<file path="src/common/display_pkg.sv">
// Raster timing, pixel component types and picture modes, imported by the display side modules
package display_pkg;

    // Horizontal timing in clock cycles
    localparam int h_active = 640;
    localparam int h_front = 16;
    localparam int h_sync = 64;
    localparam int h_back = 120;
    localparam int h_total = h_active + h_front + h_sync + h_back;

    // Vertical timing in lines
    localparam int v_active = 400;
    localparam int v_front = 5;
    localparam int v_sync = 6;
    localparam int v_back = 39;
    localparam int v_total = v_active + v_front + v_sync + v_back;

    // Column or line count, wide enough for h_total
    typedef logic [10:0] coord_t;
    typedef logic [3:0] luma_t;
    typedef logic [2:0] chroma_t;

    // Picture chosen by the host, anything unknown shows as blank
    typedef enum logic [1:0] {
        blank = 2'd0,
        colour_bars = 2'd1,
        luma_ramp = 2'd2
    } display_mode_t;

endpackage

</file>
<file path="src/common/spi_pkg.sv">
// SPI link types, register address map and fixed reply values, imported by the SPI side modules
package spi_pkg;

    // One byte on the link and one subperipheral address
    typedef logic [7:0] spi_byte_t;
    typedef logic [7:0] spi_address_t;

    // Register address map
    localparam spi_address_t chip_id_address = 8'hDB;
    localparam spi_address_t version_string_address = 8'hB5;
    localparam spi_address_t display_mode_address = 8'h30;

    // Identity answered directly by the selector
    localparam spi_byte_t chip_id_value = 8'h81;

    // Version text, first character in the top byte
    localparam int version_length = 4;
    localparam logic [31:0] version_text = "v1.0";

    // Reply when nothing sits at the address
    localparam spi_byte_t no_device_reply = 8'hFF;

endpackage
</file>
<file path="src/design/frame_top.sv">
`timescale 1ns/1ps
// Top level joining the SPI control path to the display generator
module frame_top (
    input logic clock_50MHz,
    input logic reset,

    input logic spi_select,
    input logic spi_clock,
    input logic spi_copi,
    output logic spi_cipo,

    output logic hsync,
    output logic vsync,
    output display_pkg::luma_t luma,
    output display_pkg::chroma_t chroma_r,
    output display_pkg::chroma_t chroma_b
);
    import spi_pkg::*;
    import display_pkg::*;

    spi_address_t address;
    logic address_valid;
    spi_byte_t copi_data;
    logic copi_valid;
    logic transaction_end;
    spi_byte_t cipo_data;
    logic cipo_valid;

    logic version_enable;
    spi_byte_t version_data;
    logic version_valid;

    logic mode_enable;
    spi_byte_t mode_data;
    logic mode_valid;
    display_mode_t mode;

    spi_peripheral spi_peripheral_inst (
        .clock_50MHz(clock_50MHz),
        .reset(reset),
        .spi_select(spi_select),
        .spi_clock(spi_clock),
        .spi_copi(spi_copi),
        .spi_cipo(spi_cipo),
        .address(address),
        .address_valid(address_valid),
        .copi_data(copi_data),
        .copi_valid(copi_valid),
        .transaction_end(transaction_end),
        .cipo_data(cipo_data),
        .cipo_valid(cipo_valid)
    );

    spi_subperipheral_selector spi_subperipheral_selector_inst (
        .clock_50MHz(clock_50MHz),
        .reset(reset),
        .address(address),
        .address_valid(address_valid),
        .transaction_end(transaction_end),
        .version_enable(version_enable),
        .mode_enable(mode_enable),
        .version_data(version_data),
        .version_valid(version_valid),
        .mode_data(mode_data),
        .mode_valid(mode_valid),
        .cipo_data(cipo_data),
        .cipo_valid(cipo_valid)
    );

    spi_register_version_string spi_register_version_string_inst (
        .clock_50MHz(clock_50MHz),
        .reset(reset),
        .enable(version_enable),
        .copi_valid(copi_valid),
        .reply_data(version_data),
        .reply_valid(version_valid)
    );

    display_mode_register display_mode_register_inst (
        .clock_50MHz(clock_50MHz),
        .reset(reset),
        .enable(mode_enable),
        .copi_data(copi_data),
        .copi_valid(copi_valid),
        .reply_data(mode_data),
        .reply_valid(mode_valid),
        .mode(mode)
    );

    display display_inst (
        .clock_50MHz(clock_50MHz),
        .reset(reset),
        .mode(mode),
        .hsync(hsync),
        .vsync(vsync),
        .luma(luma),
        .chroma_r(chroma_r),
        .chroma_b(chroma_b)
    );

endmodule

</file>
<file path="src/display/display.sv">
`timescale 1ns/1ps
// Raster timing generator and test picture source for the display outputs
module display (
    input logic clock_50MHz,
    input logic reset,
    input display_pkg::display_mode_t mode,
    output logic hsync,
    output logic vsync,
    output display_pkg::luma_t luma,
    output display_pkg::chroma_t chroma_r,
    output display_pkg::chroma_t chroma_b
);
    import display_pkg::*;

    coord_t column;
    coord_t row;
    logic active;
    logic [2:0] bar_index;
    coord_t ramp_step;

    luma_t next_luma;
    chroma_t next_chroma_r;
    chroma_t next_chroma_b;

    always_ff @(posedge clock_50MHz) begin
        if (reset) begin
            column <= '0;
            row <= '0;
        end else if (column == coord_t'(h_total - 1)) begin
            column <= '0;
            row <= (row == coord_t'(v_total - 1)) ? '0 : row + coord_t'(1);
        end else begin
            column <= column + coord_t'(1);
        end
    end

    // Sync pulses follow the front porch
    assign hsync = column >= coord_t'(h_active + h_front)
                   && column < coord_t'(h_active + h_front + h_sync);
    assign vsync = row >= coord_t'(v_active + v_front)
                   && row < coord_t'(v_active + v_front + v_sync);

    assign active = column < coord_t'(h_active) && row < coord_t'(v_active);

    // Eight bars or sixteen ramp steps across the line
    assign bar_index = 3'(column / coord_t'(h_active / 8));
    assign ramp_step = column / coord_t'(h_active / 16);

    always_comb begin
        next_luma = '0;
        next_chroma_r = '0;
        next_chroma_b = '0;
        if (active) begin
            case (mode)
                colour_bars: begin
                    next_luma = {bar_index, 1'b0};
                    next_chroma_r = bar_index;
                    next_chroma_b = 3'd7 - bar_index;
                end
                luma_ramp: begin
                    next_luma = (ramp_step > coord_t'(15)) ? 4'd15 : luma_t'(ramp_step);
                    next_chroma_r = 3'd4;
                    next_chroma_b = 3'd4;
                end
                default: ;
            endcase
        end
    end

    always_ff @(posedge clock_50MHz) begin
        luma <= next_luma;
        chroma_r <= next_chroma_r;
        chroma_b <= next_chroma_b;
    end

    column_in_range: assert property (@(posedge clock_50MHz) disable iff (reset)
        column < coord_t'(h_total));

endmodule

</file>
<file path="src/display/display_mode_register.sv">
`timescale 1ns/1ps
// SPI writable register holding the picture mode for the display generator
module display_mode_register (
    input logic clock_50MHz,
    input logic reset,
    input logic enable,
    input spi_pkg::spi_byte_t copi_data,
    input logic copi_valid,
    output spi_pkg::spi_byte_t reply_data,
    output logic reply_valid,
    output display_pkg::display_mode_t mode
);
    import spi_pkg::*;
    import display_pkg::*;

    logic enable_prev;
    // Set once the first data byte of the transaction has been taken
    logic written;

    always_ff @(posedge clock_50MHz) begin
        if (reset) begin
            enable_prev <= 1'b0;
            written <= 1'b0;
            reply_valid <= 1'b0;
            mode <= blank;
        end else begin
            enable_prev <= enable;
            reply_valid <= 1'b0;
            if (enable && !enable_prev) begin
                written <= 1'b0;
                reply_data <= spi_byte_t'(mode);
                reply_valid <= 1'b1;
            end else if (enable && copi_valid && !written) begin
                written <= 1'b1;
                case (copi_data)
                    8'd1: mode <= colour_bars;
                    8'd2: mode <= luma_ramp;
                    default: mode <= blank;
                endcase
            end
        end
    end

endmodule

</file>
<file path="src/spi/spi_register_version_string.sv">
`timescale 1ns/1ps
// Read-only SPI register that returns the version text one character per data byte
module spi_register_version_string (
    input logic clock_50MHz,
    input logic reset,
    input logic enable,
    input logic copi_valid,
    output spi_pkg::spi_byte_t reply_data,
    output logic reply_valid
);
    import spi_pkg::*;

    logic enable_prev;
    logic [2:0] index;
    logic [2:0] next_index;

    // Zero once the text has run out
    function automatic spi_byte_t character(input logic [2:0] position);
        if (position < 3'(version_length)) begin
            return version_text[31 - 8 * position -: 8];
        end
        return 8'h00;
    endfunction

    // Index parks at the end of the text
    assign next_index = (index == 3'(version_length)) ? index : index + 3'd1;

    always_ff @(posedge clock_50MHz) begin
        if (reset) begin
            enable_prev <= 1'b0;
            index <= '0;
            reply_valid <= 1'b0;
        end else begin
            enable_prev <= enable;
            reply_valid <= 1'b0;
            if (enable && !enable_prev) begin
                index <= '0;
                reply_data <= character(3'd0);
                reply_valid <= 1'b1;
            end else if (enable && copi_valid) begin
                index <= next_index;
                reply_data <= character(next_index);
                reply_valid <= 1'b1;
            end
        end
    end

endmodule

</file>
<file path="src/spi/spi_subperipheral_selector.sv">
`timescale 1ns/1ps
// Address decoder that enables one subperipheral per transaction and merges the reply bytes
module spi_subperipheral_selector (
    input logic clock_50MHz,
    input logic reset,
    input spi_pkg::spi_address_t address,
    input logic address_valid,
    input logic transaction_end,

    output logic version_enable,
    output logic mode_enable,
    input spi_pkg::spi_byte_t version_data,
    input logic version_valid,
    input spi_pkg::spi_byte_t mode_data,
    input logic mode_valid,

    output spi_pkg::spi_byte_t cipo_data,
    output logic cipo_valid
);
    import spi_pkg::*;

    // Reply answered here, chip identity or no device
    spi_byte_t fixed_data;
    logic fixed_valid;

    always_ff @(posedge clock_50MHz) begin
        if (reset) begin
            version_enable <= 1'b0;
            mode_enable <= 1'b0;
            fixed_valid <= 1'b0;
        end else begin
            fixed_valid <= 1'b0;
            if (address_valid) begin
                version_enable <= address == version_string_address;
                mode_enable <= address == display_mode_address;
                fixed_valid <= address != version_string_address
                               && address != display_mode_address;
                fixed_data <= (address == chip_id_address) ? chip_id_value : no_device_reply;
            end else if (transaction_end) begin
                version_enable <= 1'b0;
                mode_enable <= 1'b0;
            end
        end
    end

    always_comb begin
        cipo_data = no_device_reply;
        cipo_valid = 1'b0;
        if (fixed_valid) begin
            cipo_data = fixed_data;
            cipo_valid = 1'b1;
        end else if (version_enable) begin
            cipo_data = version_data;
            cipo_valid = version_valid;
        end else if (mode_enable) begin
            cipo_data = mode_data;
            cipo_valid = mode_valid;
        end
    end

    one_enable: assert property (@(posedge clock_50MHz) disable iff (reset)
        !(version_enable && mode_enable));

endmodule

</file>
<file path="src/spi/spi_peripheral.sv">
`timescale 1ns/1ps
// Mode 0 SPI peripheral that frames host bytes into strobes and shifts the latest reply back out
module spi_peripheral (
    input logic clock_50MHz,
    input logic reset,

    input logic spi_select,
    input logic spi_clock,
    input logic spi_copi,
    output logic spi_cipo,

    output spi_pkg::spi_address_t address,
    output logic address_valid,
    output spi_pkg::spi_byte_t copi_data,
    output logic copi_valid,
    output logic transaction_end,
    input spi_pkg::spi_byte_t cipo_data,
    input logic cipo_valid
);
    import spi_pkg::*;

    // Bit 1 is the synchronised pin, bit 2 its previous value
    logic [2:0] select_sync;
    logic [2:0] clock_sync;
    logic [1:0] copi_sync;

    logic selected;
    logic select_fall;
    logic select_rise;
    logic clock_rise;
    logic clock_fall;

    logic [2:0] bit_count;
    logic first_byte;
    spi_byte_t shift_in;
    spi_byte_t shift_out;
    spi_byte_t reply_latch;

    always_ff @(posedge clock_50MHz) begin
        if (reset) begin
            select_sync <= 3'b111;
            clock_sync <= '0;
            copi_sync <= '0;
        end else begin
            select_sync <= {select_sync[1:0], spi_select};
            clock_sync <= {clock_sync[1:0], spi_clock};
            copi_sync <= {copi_sync[0], spi_copi};
        end
    end

    assign selected = !select_sync[1];
    assign select_fall = !select_sync[1] && select_sync[2];
    assign select_rise = select_sync[1] && !select_sync[2];
    assign clock_rise = selected && clock_sync[1] && !clock_sync[2];
    assign clock_fall = selected && !clock_sync[1] && clock_sync[2];

    always_ff @(posedge clock_50MHz) begin
        if (reset) begin
            bit_count <= '0;
            first_byte <= 1'b1;
            address_valid <= 1'b0;
            copi_valid <= 1'b0;
            transaction_end <= 1'b0;
            shift_in <= '0;
            shift_out <= '0;
            reply_latch <= '0;
        end else begin
            address_valid <= 1'b0;
            copi_valid <= 1'b0;
            transaction_end <= select_rise;

            if (cipo_valid) begin
                reply_latch <= cipo_data;
            end

            // Leftover reply goes out during the address byte
            if (select_fall) begin
                bit_count <= '0;
                first_byte <= 1'b1;
                shift_out <= reply_latch;
            end

            if (clock_rise) begin
                shift_in <= {shift_in[6:0], copi_sync[1]};
                bit_count <= bit_count + 3'd1;
                if (bit_count == 3'd7) begin
                    first_byte <= 1'b0;
                    if (first_byte) begin
                        address <= {shift_in[6:0], copi_sync[1]};
                        address_valid <= 1'b1;
                    end else begin
                        copi_data <= {shift_in[6:0], copi_sync[1]};
                        copi_valid <= 1'b1;
                    end
                end
            end

            // Count back at zero means a byte boundary has just passed
            if (clock_fall) begin
                if (bit_count == 3'd0) begin
                    shift_out <= reply_latch;
                end else begin
                    shift_out <= {shift_out[6:0], 1'b0};
                end
            end
        end
    end

    assign spi_cipo = shift_out[7];

    strobes_exclusive: assert property (@(posedge clock_50MHz) disable iff (reset)
        !(address_valid && copi_valid));

endmodule

</file>
<file path="config.mk">
export PLATFORM = sky130hd
export DESIGN_NAME = frame_top
export DESIGN_NICKNAME = d
export VERILOG_FILES = /design/src/common/display_pkg.sv /design/src/common/spi_pkg.sv /design/src/design/frame_top.sv /design/src/display/display.sv /design/src/display/display_mode_register.sv /design/src/spi/spi_register_version_string.sv /design/src/spi/spi_subperipheral_selector.sv /design/src/spi/spi_peripheral.sv
export SDC_FILE = /design/constraint.sdc
export NUM_CORES = 1
export LEC_CHECK = 0
export BUFFER_PORTS_ARGS = -buffer_cell sky130_fd_sc_hd__buf_4
export CORE_MARGIN = 2
export CORE_UTILIZATION = 55
export DETAILED_ROUTE_END_ITERATION = 10
export PLACE_DENSITY = 0.81
export SYNTH_ARGS = -nofsm -noshare
export SYNTH_HDL_FRONTEND = slang
export SYNTH_HIERARCHICAL = 1
export SYNTH_SLANG_ARGS = --single-unit
export TNS_END_PERCENT = 10
</file>
<file path="constraint.sdc">
create_clock -name clock_50MHz -period 4.76 [get_ports clock_50MHz]
set_input_delay 0.238 -clock clock_50MHz [delete_from_list [all_inputs] [get_ports clock_50MHz]]
set_output_delay 0.238 -clock clock_50MHz [all_outputs]
set_load 0.03 [all_outputs]
</file>
==> results.md, run 1 <==
Routing:
- In the routed layout, each cell is associated on average with a via count of 5.82.
- The detailed-route wire length is 10500 um.
- Once detail routing completed, the nets flagged for antenna violations numbered 0.
- The first-pass iteration count of the detailed router is 4.
- The detailed router placed 4167 vias in this run.
- The DRC violation total after the first TritonRoute iteration is 218.
- After detailed routing, the average wire length per cell comes to 14.7 um.
- For this run, design rule violations remaining after detail routing come to 0.

Timing:
- The peak clock frequency supported by timing is 0.383 GHz.
- The final clock skew is 0.0102 ns.
- For the pin with the worst max-slew slack, the measured transition is 1.23 ns.
- Headroom to the max-slew limit came out at 17.9%.
- After routing, the total negative slack on setup checks comes to 0 ns.
- The count of endpoints failing hold in the final timing report is 0.
- In the finished design, the share of the clock period the worst path needs comes to 54.9%.
- Setup violations remaining at the end of the flow were counted as 0.
- Setup repair after global routing left no endpoint under its margin.
- The final number of max-transition violations came to 0.
- The time the worst path needs with I/O delays and setup is 2.61 ns.

Synthesis:
- Counting flops and latches in the post-synthesis netlist gives 108.
- The most used flip-flop cell after synthesis is sky130_fd_sc_hd__dfxtp_1.
- The count of synthesis-stage warnings from yosys is 6.
- Synthesis produced 582 cells.
- sky130_fd_sc_hd__dfxtp_1 takes more of the synthesized area than any other cell.
- The number of enable flip-flop cells after synthesis is 25.
- The synthesized area is 5390 um^2.
- After synthesis, flip-flops and latches occupy 44.7% of the total area.
- The number of distinct library cells after synthesis is 80.
- Counting flops with an async set or reset pin after synthesis yields a share of 0%.
- Of the post-synthesis cell area, the dominant cell type holds 30.8%.
- Ranked by total cell area, the synthesized netlist is headed by sky130_fd_sc_hd__dfxtp_1 (31%), sky130_fd_sc_hd__edfxtp_1 (14%), sky130_fd_sc_hd__nor2_1 (4.1%), sky130_fd_sc_hd__mux2i_1 (3.3%), sky130_fd_sc_hd__nand2_1 (3.2%).
- The average cell area after synthesis is 9.27 um^2.

Floorplanning:
- The floorplan step defined a core boundary enclosing 9640 um^2.
- The die width is 103 um.
- The floorplan step defined a die boundary enclosing 10600 um^2.
- The vertical extent of the die is 103 um.
- The I/O pin count is 18.
- The initialized floorplan defines 36 standard-cell rows.
- For this configuration, the core starts out at a cell density of 55.9%.

Finish:
- The number of nets in the final layout is 594.
- From synthesis to final layout, the design area changed by 5.17%.
- The combined flip-flop and latch cell area is 2410 um^2.
- After filler insertion, the fill cell instance count of the layout stands at 821.
- The count of antenna diodes in the layout is 0.
- The share of final-layout standard cells stronger than drive strength 1 is 11.5%.
- The multi-input logic area is 2680 um^2.
- The finished layout holds 716 standard cells, fillers aside.

Clock tree:
- The cell at the root of the clock tree is sky130_fd_sc_hd__clkbuf_8.
- The TritonCTS clock tree is done.
- The count of clock tree sinks is 108.
- The post-CTS setup buffer count is 0.
- The number of buffers between clock root and the deepest sink is 2.
- The count of hold buffers inserted by post-cts repair is 0.
- The number of clock buffers added by TritonCTS is 9.
- Clock-pin slew was measured on the worst setup and hold paths at 0.10 ns.
- The later pin in the worst-skew pair is clocked with a latency of 0.38 ns.
- The post-cts resize count is 0.
- The maximum level of the CTS H-tree is 3.

Pwr:
- The ratio of total power to cell area is 265 nW/um^2.
- VDD sags by at most 0.259 mV.
- Summed over all cells, the static leakage comes to 1.94 nW.

Worst setup path:
- Of all nets on the critical path, the largest fanout is 34.
- For the worst setup path, the data required time is 5.02 ns.
- The kind of end point of the critical path is a flop.
- The class of the most critical setup path is reg2reg.
- STA classifies the critical path startpoint as a flop.
- The data arrival time of the critical path is 2.87 ns.

Hold path:
- In this run the worst hold path is classified as in2reg.

Global route:
- Global routing consumed, over all layers together, 20.9% of the routing resources.
- The global routing usage on met1 is 26.7%.
- The met2 layer usage reported by global route is 34.2%.
- Entering global routing, the biggest net connects 57 pins.
- In this run the most used layer during global routing was met2.
- The overflow left after global routing is 0.
- The via count of the first global-routing pass is 3846.
- The number of antenna violations at the first check in global routing is 0.
- The fraction of met3 tracks used by global routing is 4.75%.
- The first global-routing pass estimated 17600 um of wire.

Outcome:
- The flow ran to the end, and the final reports show no timing, DRC or antenna violations.

Run:
- The number of max-cap violations is 0.

Place:
- The routability congestion estimate is 1.00.
- The count of buffers added on input and output ports is 17.
- The half-perimeter wire length after detailed placement is 7290 um.
- After detailed placement, the design holds a cell count of 700.
## Yosys cell counts, drive strengths merged, types with 3 or more instances
library cell	instances
buf	28
nor2b	22
nor2	59
a21o	6
ha	11
nand3b	3
mux2i	18
o22ai	12
o21a	4
a211oi	12
or2	5
o221ai	4
nor3b	7
edfxtp	25
a221oi	3
nand4	6
o21ai	31
nand3	15
a21oi	36
or3	4
nor4	10
and2	5
nand2b	14
inv	23
nor3	15
xnor2	14
nand2	47
dfxtp	83
clkbuf	11
xor2	5
## critical path, cell delays in order, from the launching register on
cell	delay (ns)
sky130_fd_sc_hd__dfxtp_1	1.15
sky130_fd_sc_hd__nor3b_2	0.37
sky130_fd_sc_hd__and4b_1	0.31
sky130_fd_sc_hd__nand2_1	0.15
sky130_fd_sc_hd__nor4_1	0.26
sky130_fd_sc_hd__xnor2_1	0.18
sky130_fd_sc_hd__nor2_1	0.06
## placed cells by master (no fill, tap or decap), types with 11 or more instances in the layout
cell type                  netlist  final
sky130_fd_sc_hd__a21oi_1        33     33
sky130_fd_sc_hd__buf_4           9     19
sky130_fd_sc_hd__dfxtp_1        83     83
sky130_fd_sc_hd__edfxtp_1       25     25
sky130_fd_sc_hd__ha_1           11     11
sky130_fd_sc_hd__inv_1          21     21
sky130_fd_sc_hd__mux2i_1        18     18
sky130_fd_sc_hd__nand2_1        46     46
sky130_fd_sc_hd__nand2b_1       11     11
sky130_fd_sc_hd__nand3_1        15     15
sky130_fd_sc_hd__nor2_1         59     59
sky130_fd_sc_hd__nor2b_1        21     21
sky130_fd_sc_hd__nor3_1         14     14
sky130_fd_sc_hd__o21ai_0        28     28
sky130_fd_sc_hd__o22ai_1        12     12
sky130_fd_sc_hd__xnor2_1        14     14
## flip-flops by register name (all words and copies together) (netlist names), 2 cells and up
name and flops:
spi_peripheral_inst/shift_in 7, display_inst/chroma_r 3, spi_register_version_string_inst/reply_data 6, display_mode_register_inst/mode 2, display_mode_register_inst/reply_data 2, spi_peripheral_inst/bit_count 3, spi_peripheral_inst/reply_latch 8, spi_peripheral_inst/select_sync 3
spi_peripheral_inst/clock_sync 3, spi_peripheral_inst/address 8, spi_peripheral_inst/shift_out 8, display_inst/luma 4, display_inst/chroma_b 3, display_inst/column 11, display_inst/row 11, spi_peripheral_inst/copi_data 8
spi_peripheral_inst/copi_sync 2, spi_register_version_string_inst/index 3
## area by class of cell
class / instances / area share, %
clock buffers: 10 / 2.43
clock inverters: 6 / 0.794
inverters: 23 / 1.52
multi-input cells: 417 / 47.3
flip-flops and latches: 108 / 42.5
well taps: 133 / 2.93
repair buffers: 19 / 2.51
## metrics by stage
step	total power [mW]	hold WS [ns]	util, %	area, um^2	setup slack [ns]
2_1_floorplan	0.995	0.307	-	5410	2.98
3_3_place_gp	0.999	0.391	56.9	5490	2.31
3_5_place_dp	1.00	0.407	56.9	5490	2.25
4_1_cts	1.52	0.0190	58.8	5670	2.22
5_1_grt	1.56	0.0289	58.8	5670	1.96
6_report	1.50	0.0387	58.8	5670	2.15
## logic make-up after synthesis
family          synth area share (%)
other cells                    0.139
compound gates                  17.7
flops                           44.7
xor+xnor                        3.09
buf+inv                         5.89
mux                             3.34
simple gates                    22.6
fa+ha+maj                       2.55
## metal layers
metal / up-vias / wire length, um
met2: 129 / 5110
met5: - / 0
met1: 1957 / 4650
met3: 22 / 530
met4: 0 / 217
li1: 2059 / -
## power by group
part           total, mW  switching, mW  internal, mW
sequential         0.946        0.00537         0.940
combinational     0.0330         0.0206        0.0124
clock              0.526          0.315         0.211
total               1.50          0.341          1.16
## path summary, 6_finish.rpt
check / startpoint / endpoint / slack (ns) / cells after the start
hold reg to reg: spi_peripheral_inst/select_sync[0] / spi_peripheral_inst/select_sync[1] / 0.43 / 1
setup reg to reg: display_inst/column[6] / display_inst/row[10] / 2.15 / 6
setup / recovery: display_inst/column[6] / display_inst/row[10] / 2.15 / 6
hold / removal: spi_select / spi_peripheral_inst/select_sync[0] / 0.04 / 2
(Power assumes the default switching activity.)
==> run 2: changes to the inputs <==
==> constraint.sdc (replaced) <==
create_clock -name clock_50MHz -period 2.5 [get_ports clock_50MHz]
set_input_delay 0.125 -clock clock_50MHz [delete_from_list [all_inputs] [get_ports clock_50MHz]]
set_output_delay 0.125 -clock clock_50MHz [all_outputs]
set_load 0.03 [all_outputs]
==> run 2 against run 1 <==
- via count increased by 1.9%
- first-iteration DRC count is 26% higher
- maximum frequency is 17% higher
- largest power group unchanged
- critical path type unchanged
- combinational power rose by 100%
- setup slack worse by 1.9 ns
- register-to-register slack got worse by 1.9 ns
- highest routed layer unchanged
==> results.md, run 2 (synthesis gave the netlist of run 1 again) <==
Outcome:
- The run finished with clean final reports.

Timing:
- The worst hold-check slack is 0.232 ns (+0.193 ns).
- The final number of max-transition violations is 0 (unchanged).
- The fraction of the cycle the final worst path needs is 89.0% (+34 points).
- The total of endpoints with negative setup slack in the final report is 0 (unchanged).
- Setup repair after global routing left no endpoint under its margin.
- The remaining max-slew budget at the tightest pin is 46.3% (+28 points).
- The time the worst path needs with I/O delays and setup came to 2.23 ns (-0.385 ns).
- The transition time at the pin with the least slew margin was 0.806 ns (-0.425 ns).
- The final clock skew was 0.00947 ns (-0.000764 ns).
- The final total negative setup slack is 0 ns (unchanged).
- The count of endpoints failing hold in the final timing report is 0 (unchanged).
- The peak clock frequency supported by timing is 0.449 GHz (+17%).

Global route:
- The pin count of the biggest net entering global routing is 57 (unchanged).
- The overflow left after global routing is 0 (unchanged).
- The via count of the first global-routing pass came to 3938 (+2.4%).
- The global-route total usage across every layer is 22.9% (+2.0 points).
- The global-route wire length before repair is 19000 um (+8.2%).
- The number of antenna violations at the first check in global routing is 0 (unchanged).

Finish:
- The commonest non-fill, non-tap cell in the layout is sky130_fd_sc_hd__dfxtp_1.
- The number of nets in the final layout is 611 (+2.9%).
- Compared with the post-synthesis result, the final layout area differs by 8.42%.
- The count of antenna diodes in the layout was 0 (unchanged).
- In the final layout, the registers with the most flip-flops are display_inst/column (11), display_inst/row (11).
- The post-route non-filler standard cell count is 733 (+2.4%).
- The share of final-layout standard cells stronger than drive strength 1 was 13.5% (+2.0 points).
- The top cell types in the final layout, fill and taps aside, are sky130_fd_sc_hd__dfxtp_1 (82), sky130_fd_sc_hd__nor2_1 (59), sky130_fd_sc_hd__nand2_1 (46), sky130_fd_sc_hd__a21oi_1 (33), sky130_fd_sc_hd__buf_4 (33).

Worst setup path:
- The class of the most critical setup path is reg2reg.
- The biggest fanout along the worst timing path is 19 (-44%).
- The required time at the endpoint of the critical path is 2.77 ns (-2.25 ns).
- The worst setup path is captured at a flop.
- The worst-case register-to-register setup slack is 0.27 ns (-1.87 ns).
- The data arrival time of the critical path is 2.50 ns (-0.37 ns).
- The launching element type of the critical path is a flop.

Routing:
- The first-pass iteration count of the detailed router came to 5 (+1).
- The detailed-route wire length per cell came to 15.7 um (+7.0%).
- The number of DRC violations after detailed routing is 0 (unchanged).
- The DRC violation total after the first TritonRoute iteration is 275 (+26%).
- The number of nets with antenna violations after routing came to 0 (unchanged).
- The detailed-route wire length was 11500 um (+9.5%).
- The via count is 4247 (+1.9%).
- The average via count per standard cell is 5.79 (-0.44%).

Clock tree:
- The maximum level of the CTS H-tree is 3 (unchanged).
- The tree is rooted in a sky130_fd_sc_hd__clkbuf_8.
- The worst-skew pair later-pin latency is 0.37 ns (about the same).
- The post-CTS setup buffer count came to 0 (unchanged).
- The count of clock tree sinks was 108 (unchanged).
- TritonCTS built the clock tree.
- The TritonCTS buffer count is 9 (unchanged).
- The number of buffers between clock root and the deepest sink came to 2 (unchanged).
- The clock transition at the registers of the reported paths is 0.10 ns (about the same).

Floorplanning:
- The core box area came to 9640 um^2 (unchanged).
- The number of rows created at floorplan was 36 (unchanged).
- The starting utilization of the core area is 55.9% (unchanged).
- The vertical extent of the die is 103 um (unchanged).
- The die area is 10600 um^2 (unchanged).
- The die width is 103 um (unchanged).
- The I/O pin count came to 18 (unchanged).

Place:
- The port buffer count is 17 (unchanged).
- The routability congestion estimate is 0.986 (-1.4%).
- The half-perimeter wire length after detailed placement was 8190 um (+12%).
- The instance count after placement with tap cells included came to 714 (+2.0%).

Pwr:
- The ratio of total power to cell area is 517 nW/um^2 (+95%).
- The peak ir drop on the vdd network is 0.680 mV (+160%).
- The leakage dissipation is 2.03 nW (+5.0%).

Run:
- The number of max-cap violations is 0 (unchanged).

Hold path:
- The tightest min-delay check is of the in2reg type.
-- run 2: cell count changes in the layout (fill, tap and decap cells not counted), sizes merged --
cell / delta
clkinvlp: +1
inv: -3
bufinv: +2
buf: +14
dlygate4sd3: +3
-- run 2: worst max-delay path, stage by stage (launching register included) --
cell and delay [ns]:
sky130_fd_sc_hd__dfxtp_1 0.82, sky130_fd_sc_hd__nor2_1 0.19, sky130_fd_sc_hd__o21ai_0 0.28, sky130_fd_sc_hd__a221o_1 0.19, sky130_fd_sc_hd__a21oi_1 0.06, sky130_fd_sc_hd__a311o_1 0.35, sky130_fd_sc_hd__a32o_1 0.23
-- run 2: layout make-up --
class,instances,area [um^2]
clock buffer,10,128
clock inverter,6,87.6
fill,865,3790
inverter,23,86.3
multi-input combinational,417,2690
sequential,108,2410
tap,133,166
timing repair buffer,36,278
-- run 2: final timing paths --
path                                                          from                                 end  depth (start not counted)
worst max-delay path                        display_inst/column[5]                display_inst/luma[0]                          6
worst min-delay path                                         reset                 display_inst/row[5]                          2
worst max register to register              display_inst/column[5]                display_inst/luma[0]                          6
worst min register to register  spi_peripheral_inst/select_sync[0]  spi_peripheral_inst/select_sync[1]                          1
-- run 2: power by group --
group	switching (mW)	total (mW)	leakage [nW]	internal (mW)
Combinational	0.0407	0.0673	1.04	0.0266
Sequential	0.0104	1.80	0.889	1.79
Clock	0.589	1.16	0.106	0.567
Total	0.640	3.02	2.03	2.38
-- run 2: routing by layer --
metal	up-vias	part of all wire (%)	GRT usage (%)
met5	-	0	0
met3	17	6.1	4.81
li1	2083	-	-
met2	132	48	36.1
met1	2015	44	31.5
met4	0	1.7	7.79
-- run 2: per-stage QoR --
| step | utilization, % | power [mW] | setup slack (ns) | area (um^2) |
|---|---|---|---|---|
| detailed placement | 58.0 | 1.91 | 0.179 | 5590 |
| CTS | 60.6 | 3.04 | 0.144 | 5840 |
| global route | 60.7 | 3.13 | 0.0900 | 5850 |
| finish | 60.7 | 3.02 | 0.274 | 5850 |
| floorplan | - | 1.89 | 0.723 | 5410 |
| global placement | 58.0 | 1.90 | 0.239 | 5590 |
-- run 2: what timing repair did --
item	4_1_cts	5_1_grt
hold endpoints to repair	3	0
resized for setup	0	2
hold buffers	3	0
endpoints found under the setup margin	0	3
